<file path="config.mk">
export PLATFORM = sky130hd
export DESIGN_NAME = polar_dec_top
export DESIGN_NICKNAME = d
export VERILOG_FILES = /design/src/verilog/polar_llr_pkg.sv /design/src/verilog/polar_mem_pkg.sv /design/src/verilog/sc_if.sv /design/src/verilog/frame_cfg_regs.sv /design/src/verilog/sc_core.sv /design/src/verilog/packet_ctrl.sv /design/src/verilog/polar_dec_top.sv
export VERILOG_INCLUDE_DIRS = /design/src /design/src/verilog
export SDC_FILE = /design/constraint.sdc
export NUM_CORES = 2
export LEC_CHECK = 0
export ABC_AREA = 1
export CAP_MARGIN = 20
export CORE_AREA = 2 2 305 307
export CTS_BUF_LIST = sky130_fd_sc_hd__clkbuf_4 sky130_fd_sc_hd__clkbuf_8
export DETAILED_ROUTE_END_ITERATION = 10
export DIE_AREA = 0 0 307 309
export DONT_BUFFER_PORTS = 1
export PLACE_DENSITY = 0.65
export SLEW_MARGIN = 5
export SYNTH_ARGS = -nofsm -noshare
export SYNTH_HDL_FRONTEND = slang
export SYNTH_HIERARCHICAL = 1
export SYNTH_SLANG_ARGS = --single-unit
</file>
<file path="constraint.sdc">
create_clock -name clk -period 10.03 [get_ports clk]
set_clock_uncertainty 0.2 [all_clocks]
set_input_delay 1.003 -clock clk [delete_from_list [all_inputs] [get_ports clk]]
set_output_delay 1.003 -clock clk [all_outputs]
set_load 0.02 [all_outputs]
</file>
<file path="src/verilog/polar_defines.svh">
`ifndef POLAR_DEFINES_SVH
`define POLAR_DEFINES_SVH

// ----------------------------------------------------------------------
// code geometry
// ----------------------------------------------------------------------
`define POLAR_N         16
`define POLAR_LOG_N     ($clog2(`POLAR_N))

// ----------------------------------------------------------------------
// datapath and memory widths
// ----------------------------------------------------------------------
// input llr as stored in memory
`define POLAR_LLR_W     12
// internal metric, wider so g sums keep their sign
`define POLAR_METRIC_W  14
`define POLAR_RWORD_W   192
`define POLAR_RADDR_W   11
`define POLAR_WADDR_W   6

`endif

</file>
<file path="src/verilog/polar_llr_pkg.sv">
`include "polar_defines.svh"

package polar_llr_pkg;

    // channel llr, two's complement
    typedef logic signed [`POLAR_LLR_W-1:0] llr_t;

    // metric inside the tree
    typedef logic signed [`POLAR_METRIC_W-1:0] metric_t;

    // one bit per code position
    // frozen mask and decoded info word share this shape
    typedef logic [`POLAR_N-1:0] bitvec_t;

    // all llrs of one codeword, element 0 in the low bits
    typedef llr_t [`POLAR_N-1:0] llr_vec_t;

endpackage

</file>
<file path="src/verilog/polar_mem_pkg.sv">
`include "polar_defines.svh"

package polar_mem_pkg;

    typedef logic [`POLAR_RWORD_W-1:0] rword_t;
    typedef logic [6:0] pkt_cnt_t;

    // word 0 of the input memory
    typedef struct packed {
        logic [`POLAR_RWORD_W-8:0] rsvd;
        pkt_cnt_t                  count;
    } count_hdr_t;

    // first word of each packet, 1 marks a frozen position
    typedef struct packed {
        logic [`POLAR_RWORD_W-`POLAR_N-1:0] rsvd;
        polar_llr_pkg::bitvec_t             frozen;
    } pkt_hdr_t;

    typedef union packed {
        count_hdr_t cnt;
        pkt_hdr_t   pkt;
    } hdr_t;

    // second word of each packet fills the whole read word
    typedef polar_llr_pkg::llr_vec_t llr_word_t;

    typedef enum logic [2:0] {
        IDLE,
        READ_COUNT,
        READ_HDR,
        READ_LLR,
        DECODE,
        WRITE,
        DONE
    } ctrl_state_t;

endpackage

</file>
<file path="src/verilog/sc_if.sv">
`timescale 1ns/100ps

interface sc_if;

    // one cycle, only while the core is idle
    logic                     start;
    polar_llr_pkg::llr_vec_t  llr_word;

    // one cycle, info_bits valid alongside
    logic                     done;
    polar_llr_pkg::bitvec_t   info_bits;

    modport ctrl (
        output start,
        output llr_word,
        input  done,
        input  info_bits
    );

    modport core (
        input  start,
        input  llr_word,
        output done,
        output info_bits
    );

endinterface

</file>
<file path="src/verilog/frame_cfg_regs.sv">
`timescale 1ns/100ps

module frame_cfg_regs (
    input  logic                    clk,
    input  logic                    rst_n,
    input  logic                    load_count,
    input  logic                    load_mask,
    input  polar_mem_pkg::rword_t   rdata,
    output polar_mem_pkg::pkt_cnt_t packet_count,
    output polar_llr_pkg::bitvec_t  frozen_mask
);

    polar_mem_pkg::hdr_t hdr;

    // same read word, two views
    assign hdr = rdata;

    always_ff @(posedge clk or negedge rst_n) begin
        if (!rst_n) begin
            packet_count <= '0;
            frozen_mask  <= '0;
        end else begin
            // count once per run
            if (load_count) begin
                packet_count <= hdr.cnt.count;
            end
            // mask once per packet, held through decode
            if (load_mask) begin
                frozen_mask <= hdr.pkt.frozen;
            end
        end
    end

endmodule

</file>
<file path="src/verilog/sc_core.sv">
`timescale 1ns/100ps
`include "polar_defines.svh"

module sc_core (
    input  logic                   clk,
    input  logic                   rst_n,
    input  polar_llr_pkg::bitvec_t frozen_mask,
    sc_if.core                     sc
);

    localparam int N       = `POLAR_N;
    localparam int LOG_N   = `POLAR_LOG_N;
    localparam int HALF    = N / 2;
    localparam int PAIR_W  = LOG_N - 1;
    localparam int STG_W   = $clog2(LOG_N);
    localparam int MSB     = `POLAR_METRIC_W - 1;
    localparam int MET_MAX = 2 ** MSB - 1;

    polar_llr_pkg::llr_vec_t llr_q;
    // stage s keeps 2^s metrics starting at 2^s - 2
    polar_llr_pkg::metric_t  tree_q [N-2];
    polar_llr_pkg::bitvec_t  u_q;
    polar_llr_pkg::bitvec_t  enc [LOG_N];
    polar_llr_pkg::bitvec_t  info;
    polar_llr_pkg::metric_t  pa [HALF];
    polar_llr_pkg::metric_t  pb [HALF];
    polar_llr_pkg::metric_t  f_out [HALF];
    polar_llr_pkg::metric_t  g_out [HALF];
    logic [HALF-1:0]         ps;
    logic [HALF-1:0]         pu;
    logic [STG_W-1:0]        stg_q;
    logic [STG_W-1:0]        stg_nx;
    logic [PAIR_W-1:0]       pair_q;
    logic [PAIR_W-1:0]       pair_nx;
    logic [PAIR_W-1:0]       pair_flip;
    logic                    busy_q;
    logic                    done_q;
    logic                    leaf;
    logic                    u_lo;
    logic                    u_hi;

    // ----------------------------------------------------------------------
    // f/g array
    // ----------------------------------------------------------------------
    for (genvar i = 0; i < HALF; i++) begin : g_pe
        polar_llr_pkg::metric_t        abs_a;
        polar_llr_pkg::metric_t        abs_b;
        polar_llr_pkg::metric_t        mag;
        logic signed [`POLAR_METRIC_W:0] ext_a;
        logic signed [`POLAR_METRIC_W:0] ext_b;
        logic signed [`POLAR_METRIC_W:0] sum;

        assign abs_a    = pa[i][MSB] ? -pa[i] : pa[i];
        assign abs_b    = pb[i][MSB] ? -pb[i] : pb[i];
        assign mag      = (abs_a < abs_b) ? abs_a : abs_b;
        assign f_out[i] = (pa[i][MSB] ^ pb[i][MSB]) ? -mag : mag;

        assign ext_a = pa[i];
        assign ext_b = pb[i];
        assign sum   = pu[i] ? ext_b - ext_a : ext_b + ext_a;
        // saturate symmetric, keeps abs() in range next layer
        assign g_out[i] = (sum > MET_MAX)  ? polar_llr_pkg::metric_t'(MET_MAX)  :
                          (sum < -MET_MAX) ? polar_llr_pkg::metric_t'(-MET_MAX) :
                                             polar_llr_pkg::metric_t'(sum);
    end

    // partial sums, one xor butterfly layer per stage
    always_comb begin
        enc[0] = u_q;
        for (int k = 0; k < LOG_N - 1; k++) begin
            enc[k+1] = enc[k];
            for (int j = 0; j < N; j++) begin
                if (((j >> k) & 1) == 0) begin
                    enc[k+1][j] = enc[k][j] ^ enc[k][j + (1 << k)];
                end
            end
        end
    end

    // operand select for the stage being computed
    always_comb begin
        for (int i = 0; i < HALF; i++) begin
            pa[i] = '0;
            pb[i] = '0;
            ps[i] = 1'b0;
        end
        if (stg_q == STG_W'(LOG_N - 1)) begin
            for (int i = 0; i < HALF; i++) begin
                pa[i] = polar_llr_pkg::metric_t'(llr_q[i]);
                pb[i] = polar_llr_pkg::metric_t'(llr_q[i + HALF]);
                ps[i] = enc[LOG_N-1][i];
            end
        end
        for (int s = 1; s < LOG_N - 1; s++) begin
            if (stg_q == STG_W'(s)) begin
                for (int i = 0; i < (1 << s); i++) begin
                    pa[i] = tree_q[(2 << s) - 2 + i];
                    pb[i] = tree_q[(2 << s) - 2 + (1 << s) + i];
                    ps[i] = enc[s][((int'(pair_q) >> s) << (s + 1)) + i];
                end
            end
        end
        if (stg_q == '0) begin
            pa[0] = tree_q[0];
            pb[0] = tree_q[1];
        end
    end

    // ----------------------------------------------------------------------
    // leaf pair decision
    // ----------------------------------------------------------------------
    assign leaf = (stg_q == '0);
    assign u_lo = ~frozen_mask[{pair_q, 1'b0}] & f_out[0][MSB];
    assign u_hi = ~frozen_mask[{pair_q, 1'b1}] & g_out[0][MSB];
    // second leaf bit uses the first through g
    assign pu   = ps | HALF'(leaf & u_lo);

    // restart at the highest stage whose f/g branch flips
    assign pair_nx   = pair_q + 1'b1;
    assign pair_flip = pair_q ^ pair_nx;
    always_comb begin
        stg_nx = '0;
        for (int k = 0; k < PAIR_W; k++) begin
            if (pair_flip[k]) begin
                stg_nx = STG_W'(k + 1);
            end
        end
    end

    always_ff @(posedge clk or negedge rst_n) begin
        if (!rst_n) begin
            busy_q <= 1'b0;
            done_q <= 1'b0;
            stg_q  <= '0;
            pair_q <= '0;
        end else begin
            done_q <= 1'b0;
            if (sc.start && !busy_q) begin
                busy_q <= 1'b1;
                stg_q  <= STG_W'(LOG_N - 1);
                pair_q <= '0;
            end else if (busy_q) begin
                if (!leaf) begin
                    stg_q <= stg_q - 1'b1;
                end else if (&pair_q) begin
                    busy_q <= 1'b0;
                    done_q <= 1'b1;
                end else begin
                    pair_q <= pair_nx;
                    stg_q  <= stg_nx;
                end
            end
        end
    end

    always_ff @(posedge clk) begin
        if (sc.start && !busy_q) begin
            llr_q <= sc.llr_word;
        end
        if (busy_q && leaf) begin
            u_q[{pair_q, 1'b0}] <= u_lo;
            u_q[{pair_q, 1'b1}] <= u_hi;
        end
        for (int s = 1; s < LOG_N; s++) begin
            if (busy_q && stg_q == STG_W'(s)) begin
                for (int i = 0; i < (1 << s); i++) begin
                    tree_q[(1 << s) - 2 + i] <= pair_q[s-1] ? g_out[i] : f_out[i];
                end
            end
        end
    end

    // info bits, lsb first in ascending position
    always_comb begin
        automatic int k;
        k    = 0;
        info = '0;
        for (int i = 0; i < N; i++) begin
            if (!frozen_mask[i]) begin
                info[k] = u_q[i];
                k++;
            end
        end
    end

    assign sc.done      = done_q;
    assign sc.info_bits = info;

endmodule

</file>
<file path="src/verilog/packet_ctrl.sv">
`timescale 1ns/100ps
`include "polar_defines.svh"

module packet_ctrl (
    input  logic                      clk,
    input  logic                      rst_n,
    input  logic                      module_en,
    input  polar_mem_pkg::rword_t     rdata,
    input  polar_mem_pkg::pkt_cnt_t   packet_count,
    output logic [`POLAR_RADDR_W-1:0] raddr,
    output logic [`POLAR_WADDR_W-1:0] waddr,
    output logic                      wen,
    output polar_llr_pkg::bitvec_t    wdata,
    output logic                      proc_done,
    output logic                      load_count,
    output logic                      load_mask,
    sc_if.ctrl                        sc
);

    polar_mem_pkg::ctrl_state_t state_q;
    polar_mem_pkg::ctrl_state_t state_nx;
    polar_mem_pkg::pkt_cnt_t    pkt_idx_q;
    polar_mem_pkg::hdr_t        hdr;
    logic                       first_hdr;
    logic                       last_pkt;
    logic                       start_q;

    assign hdr = rdata;

    // word 0 arrives while the first packet header address is out
    assign first_hdr = (state_q == polar_mem_pkg::READ_HDR) && (raddr == 1);
    assign last_pkt  = ((pkt_idx_q + 7'd1) == packet_count);

    always_comb begin
        state_nx = state_q;
        case (state_q)
            polar_mem_pkg::IDLE,
            polar_mem_pkg::DONE: begin
                if (module_en) begin
                    state_nx = polar_mem_pkg::READ_COUNT;
                end
            end
            polar_mem_pkg::READ_COUNT: state_nx = polar_mem_pkg::READ_HDR;
            polar_mem_pkg::READ_HDR: begin
                if (first_hdr && hdr.cnt.count == '0) begin
                    state_nx = polar_mem_pkg::DONE;
                end else begin
                    state_nx = polar_mem_pkg::READ_LLR;
                end
            end
            polar_mem_pkg::READ_LLR: state_nx = polar_mem_pkg::DECODE;
            polar_mem_pkg::DECODE: begin
                if (sc.done) begin
                    state_nx = polar_mem_pkg::WRITE;
                end
            end
            polar_mem_pkg::WRITE: begin
                state_nx = last_pkt ? polar_mem_pkg::DONE : polar_mem_pkg::READ_HDR;
            end
            default: state_nx = polar_mem_pkg::IDLE;
        endcase
    end

    // ----------------------------------------------------------------------
    // read address and packet index
    // ----------------------------------------------------------------------
    always_ff @(posedge clk or negedge rst_n) begin
        if (!rst_n) begin
            state_q   <= polar_mem_pkg::IDLE;
            raddr     <= '0;
            pkt_idx_q <= '0;
            start_q   <= 1'b0;
        end else begin
            state_q <= state_nx;
            // llr word shows up one cycle after its address
            start_q <= (state_q == polar_mem_pkg::READ_LLR);
            case (state_q)
                polar_mem_pkg::IDLE,
                polar_mem_pkg::DONE: begin
                    if (module_en) begin
                        raddr     <= '0;
                        pkt_idx_q <= '0;
                    end
                end
                polar_mem_pkg::READ_COUNT: raddr <= raddr + 1'b1;
                polar_mem_pkg::READ_HDR: begin
                    if (state_nx == polar_mem_pkg::READ_LLR) begin
                        raddr <= raddr + 1'b1;
                    end
                end
                polar_mem_pkg::WRITE: begin
                    pkt_idx_q <= pkt_idx_q + 1'b1;
                    // no fetch past the last llr word
                    if (!last_pkt) begin
                        raddr <= raddr + 1'b1;
                    end
                end
                default: ;
            endcase
        end
    end

    always_ff @(posedge clk) begin
        if (sc.done) begin
            wdata <= sc.info_bits;
        end
    end

    assign wen         = (state_q == polar_mem_pkg::WRITE);
    assign proc_done   = (state_q == polar_mem_pkg::DONE);
    assign waddr       = pkt_idx_q[`POLAR_WADDR_W-1:0];
    assign load_count  = first_hdr;
    assign load_mask   = (state_q == polar_mem_pkg::READ_LLR);
    assign sc.start    = start_q;
    assign sc.llr_word = polar_mem_pkg::llr_word_t'(rdata);

endmodule

</file>
<file path="src/verilog/polar_dec_top.sv">
`timescale 1ns/100ps
`include "polar_defines.svh"

module polar_dec_top (
    input  logic                      clk,
    input  logic                      rst_n,
    input  logic                      module_en,
    input  polar_mem_pkg::rword_t     rdata,
    output logic [`POLAR_RADDR_W-1:0] raddr,
    output logic [`POLAR_WADDR_W-1:0] waddr,
    output polar_llr_pkg::bitvec_t    wdata,
    output logic                      wen,
    output logic                      proc_done
);

    polar_mem_pkg::pkt_cnt_t packet_count;
    polar_llr_pkg::bitvec_t  frozen_mask;
    logic                    load_count;
    logic                    load_mask;

    sc_if sc ();

    packet_ctrl packet_ctrl_i (
        .clk          (clk),
        .rst_n        (rst_n),
        .module_en    (module_en),
        .rdata        (rdata),
        .packet_count (packet_count),
        .raddr        (raddr),
        .waddr        (waddr),
        .wen          (wen),
        .wdata        (wdata),
        .proc_done    (proc_done),
        .load_count   (load_count),
        .load_mask    (load_mask),
        .sc           (sc.ctrl)
    );

    // header fields captured straight off the read bus
    frame_cfg_regs frame_cfg_regs_i (
        .clk          (clk),
        .rst_n        (rst_n),
        .load_count   (load_count),
        .load_mask    (load_mask),
        .rdata        (rdata),
        .packet_count (packet_count),
        .frozen_mask  (frozen_mask)
    );

    sc_core sc_core_i (
        .clk         (clk),
        .rst_n       (rst_n),
        .frozen_mask (frozen_mask),
        .sc          (sc.core)
    );

endmodule

</file>
==> impl_results.md <==
* Antenna Violating Nets Remaining at 0
* Max-Cap Viols at 0
* Top-count cell post-synth: nand2_1
* # rows at 111
* Final GP Congestion at 0.939
* Tot GR Track Use at 27.2%
* FF-to-FF setup slack at 0.59 ns
* DR WL/cell at 17.6 um
* CP endpoint: packet_ctrl_i/wdata[5]
* Syn avg cell area at 7.05 um^2
* Fill cells at 9187
* Post-route insts no fill at 7469
* Routed wire length at 132 mm
* Clock transition at path regs at 0.07 ns
* Routed vias/inst at 5.47
* Most instantiated cells after synthesis: 1756 x nand2_1, 733 x inv_1, 604 x o21ai_0
* WS Path Type: flop to flop
* CP endpoint kind: flop
* Congestion Overflow GR at 0
* FF+latch count, synth at 472
* Global-route wire length before repair at 205 mm
* Worst slew pin tran at 1.08 ns
* R2R cell count at 47
* Largest net degree at the start of global routing at 79
* Die height at 309 um
* Post-synthesis cell type count at 71
* Clk root buf: clkbuf_8
* Tightest Hold Check Type: primary input to flop
* Final HPWL DP at 103 mm
* Worst path max stage delay at 0.57 ns
* Later-pin clock latency in the skew report at 0.74 ns
* Main synth FF type: edfxtp_1
* Fraction of layout instances using a drive strength above 1 at 6.61%
* Width of the chip at 307 um
* CP max FO at 6
* Largest cells by area after synthesis: edfxtp_1 28%, nand2_1 15%, ha_1 8.7%
* Max-slew violations at 0
* Vias at 40900
* Outcome: completed
* Rel. slew slack at 28.3%
* P&R area growth vs syn at 3.62%
* Ys async rst share at 11.0%
* Max clock buf depth at 3
* Initial Utilization at 49.7%
* H-tree depth at 3
* CP Launch Point: frame_cfg_regs_i/frozen_mask[2]
* Vias in the first global route at 37500
* Worst EP required at 10.32 ns
* R2R Path End: packet_ctrl_i/wdata[5]
* Reg-to-Reg Start: frame_cfg_regs_i/frozen_mask[2]
* Io pins at 230
* Cell area after synthesis at 45400 um^2
* DRT Pass-1 Iters at 5
* Mapped Cells at 6440
* Crit-path slowest cell: fa_2
* Dpl cells at 7292
* Total Nets Final at 6731
* Seq/Total Area, Yosys at 30.6%
* Worst path arrival time at 9.73 ns
* Tcrit/Tclk final at 94.1%
* Synth Warn # at 6
* Initial antenna violation count at 4
* Post-synth EDFFs at 420
* Total core area at 91400 um^2
* Crit start category: flop
* CTS Sinks at 472
* Max Clock Freq at 0.106 GHz
* DRC violations left at 0
* Most Frequent Cell on Critical Path: nand2_1
* Full die area at 94900 um^2
* Final hold viol count at 0
* Synth top area share at 27.8%
* Final setup viols at 0
* Cell taking the most area after synthesis: edfxtp_1
* Starting DRC count in detailed routing at 3580
* I/O Buffers at 0
* Tmin final at 9.44 ns
* Num CTS Buffers at 88
* TritonCTS clock tree: yes
## layer usage
metal	GRT usage, %	part of all wire, %
met1	38.1	46
met2	43.4	44
met3	4.23	6.7
met4	7.54	2.5
met5	0	0.021
## kinds of logic after synthesis
| logic type | after synthesis | synth area share [%] |
|---|---|---|
| other | 1 | 0.00826 |
| buffers and inverters | 1157 | 11.4 |
| multiplexers | 6 | 0.132 |
| XOR/XNOR | 299 | 5.79 |
| AND/OR/NAND/NOR | 3080 | 29.3 |
| AO/OA/AOI/OAI | 1099 | 13.6 |
| adder cells (fa/ha/maj) | 326 | 9.13 |
| flip-flops | 472 | 30.6 |
## metrics by stage
stage	worst slack, ns	util [%]	instance area [um^2]	setup TNS, ns	hold slack, ns
floorplan	0.0298	-	45400	0	0.240
global placement	0.330	49.2	45000	0	0.284
detailed placement	0.0746	49.2	45000	0	0.289
CTS	0.0542	51.3	46900	0	0.0754
global route	-0.00799	51.5	47000	-0.00998	0.0947
finish	0.589	51.5	47000	0	0.136
## critical path, delay by kind of cell, from the launching register on
kind                       cells  cell delay, ns
and+or+nand+nor               27            3.88
adders and majority gates     12            3.42
AOI/OAI and AO/OA              2            0.50
buffers and inverters          5            0.47
DFF                            1            0.45
xor gates and xnor gates       1            0.25
## how the worst min path moves through the flow
stage	startpoint	end	slack (ns)	cells after the start
after floorplan	frame_cfg_regs_i/frozen_mask[10]	frame_cfg_regs_i/frozen_mask[10]	0.24	2
after detailed placement	frame_cfg_regs_i/packet_count[0]	frame_cfg_regs_i/packet_count[0]	0.29	2
after global routing	rdata[87]	sc_core_i/llr_q[87]	0.09	0
after global placement	frame_cfg_regs_i/packet_count[0]	frame_cfg_regs_i/packet_count[0]	0.28	2
final	rdata[36]	sc_core_i/llr_q[36]	0.14	0
after CTS	rdata[42]	sc_core_i/llr_q[42]	0.08	0
## state kept, by name (all words and copies together) (netlist names), 2 cells and up
signal / count
frame_cfg_regs_i/frozen_mask: 16
packet_ctrl_i/state_q: 3
sc_core_i/llr_q: 192
sc_core_i/tree_q: 196
sc_core_i/pair_q: 3
packet_ctrl_i/raddr: 11
frame_cfg_regs_i/packet_count: 7
packet_ctrl_i/wdata: 16
sc_core_i/u_q: 16
sc_core_i/stg_q: 2
packet_ctrl_i/pkt_idx_q: 7
## final cells by class
cell class / instances / area, um^2 / area share, %
clock buffers: 112 / 1390 / 2.96
inverters: 779 / 2940 / 6.25
flip-flops and latches: 472 / 13900 / 29.6
clock inverters: 49 / 420 / 0.894
well taps: 1186 / 1480 / 3.15
repair buffers: 50 / 423 / 0.899
diodes: 2 / 5.00 / 0.0106
multi-input cells: 4819 / 26500 / 56.2
## placed cells by master, fill, tap and decap left out, types with 55 or more instances in the layout
cell      count
nor3_1      109
o21ai_0     598
nand4_1      87
xnor2_1      90
nand2_1    1751
a21oi_1     206
edfxtp_1    420
nand3_1     415
nand2_2      55
xor2_1      208
o211ai_1     60
nor2_1      494
ha_1        316
inv_1       730
clkbuf_8     88
## repair_timing
action                                  CTS  global route
endpoints found under the setup margin    0            64
endpoints found under the hold margin    52             0
buffers inserted                          0            11
resized for setup                         0            28
hold buffers                              2             0
Power is not shown: default switching activity piles up to over one toggle a cycle in this logic, so the estimate is an artifact.
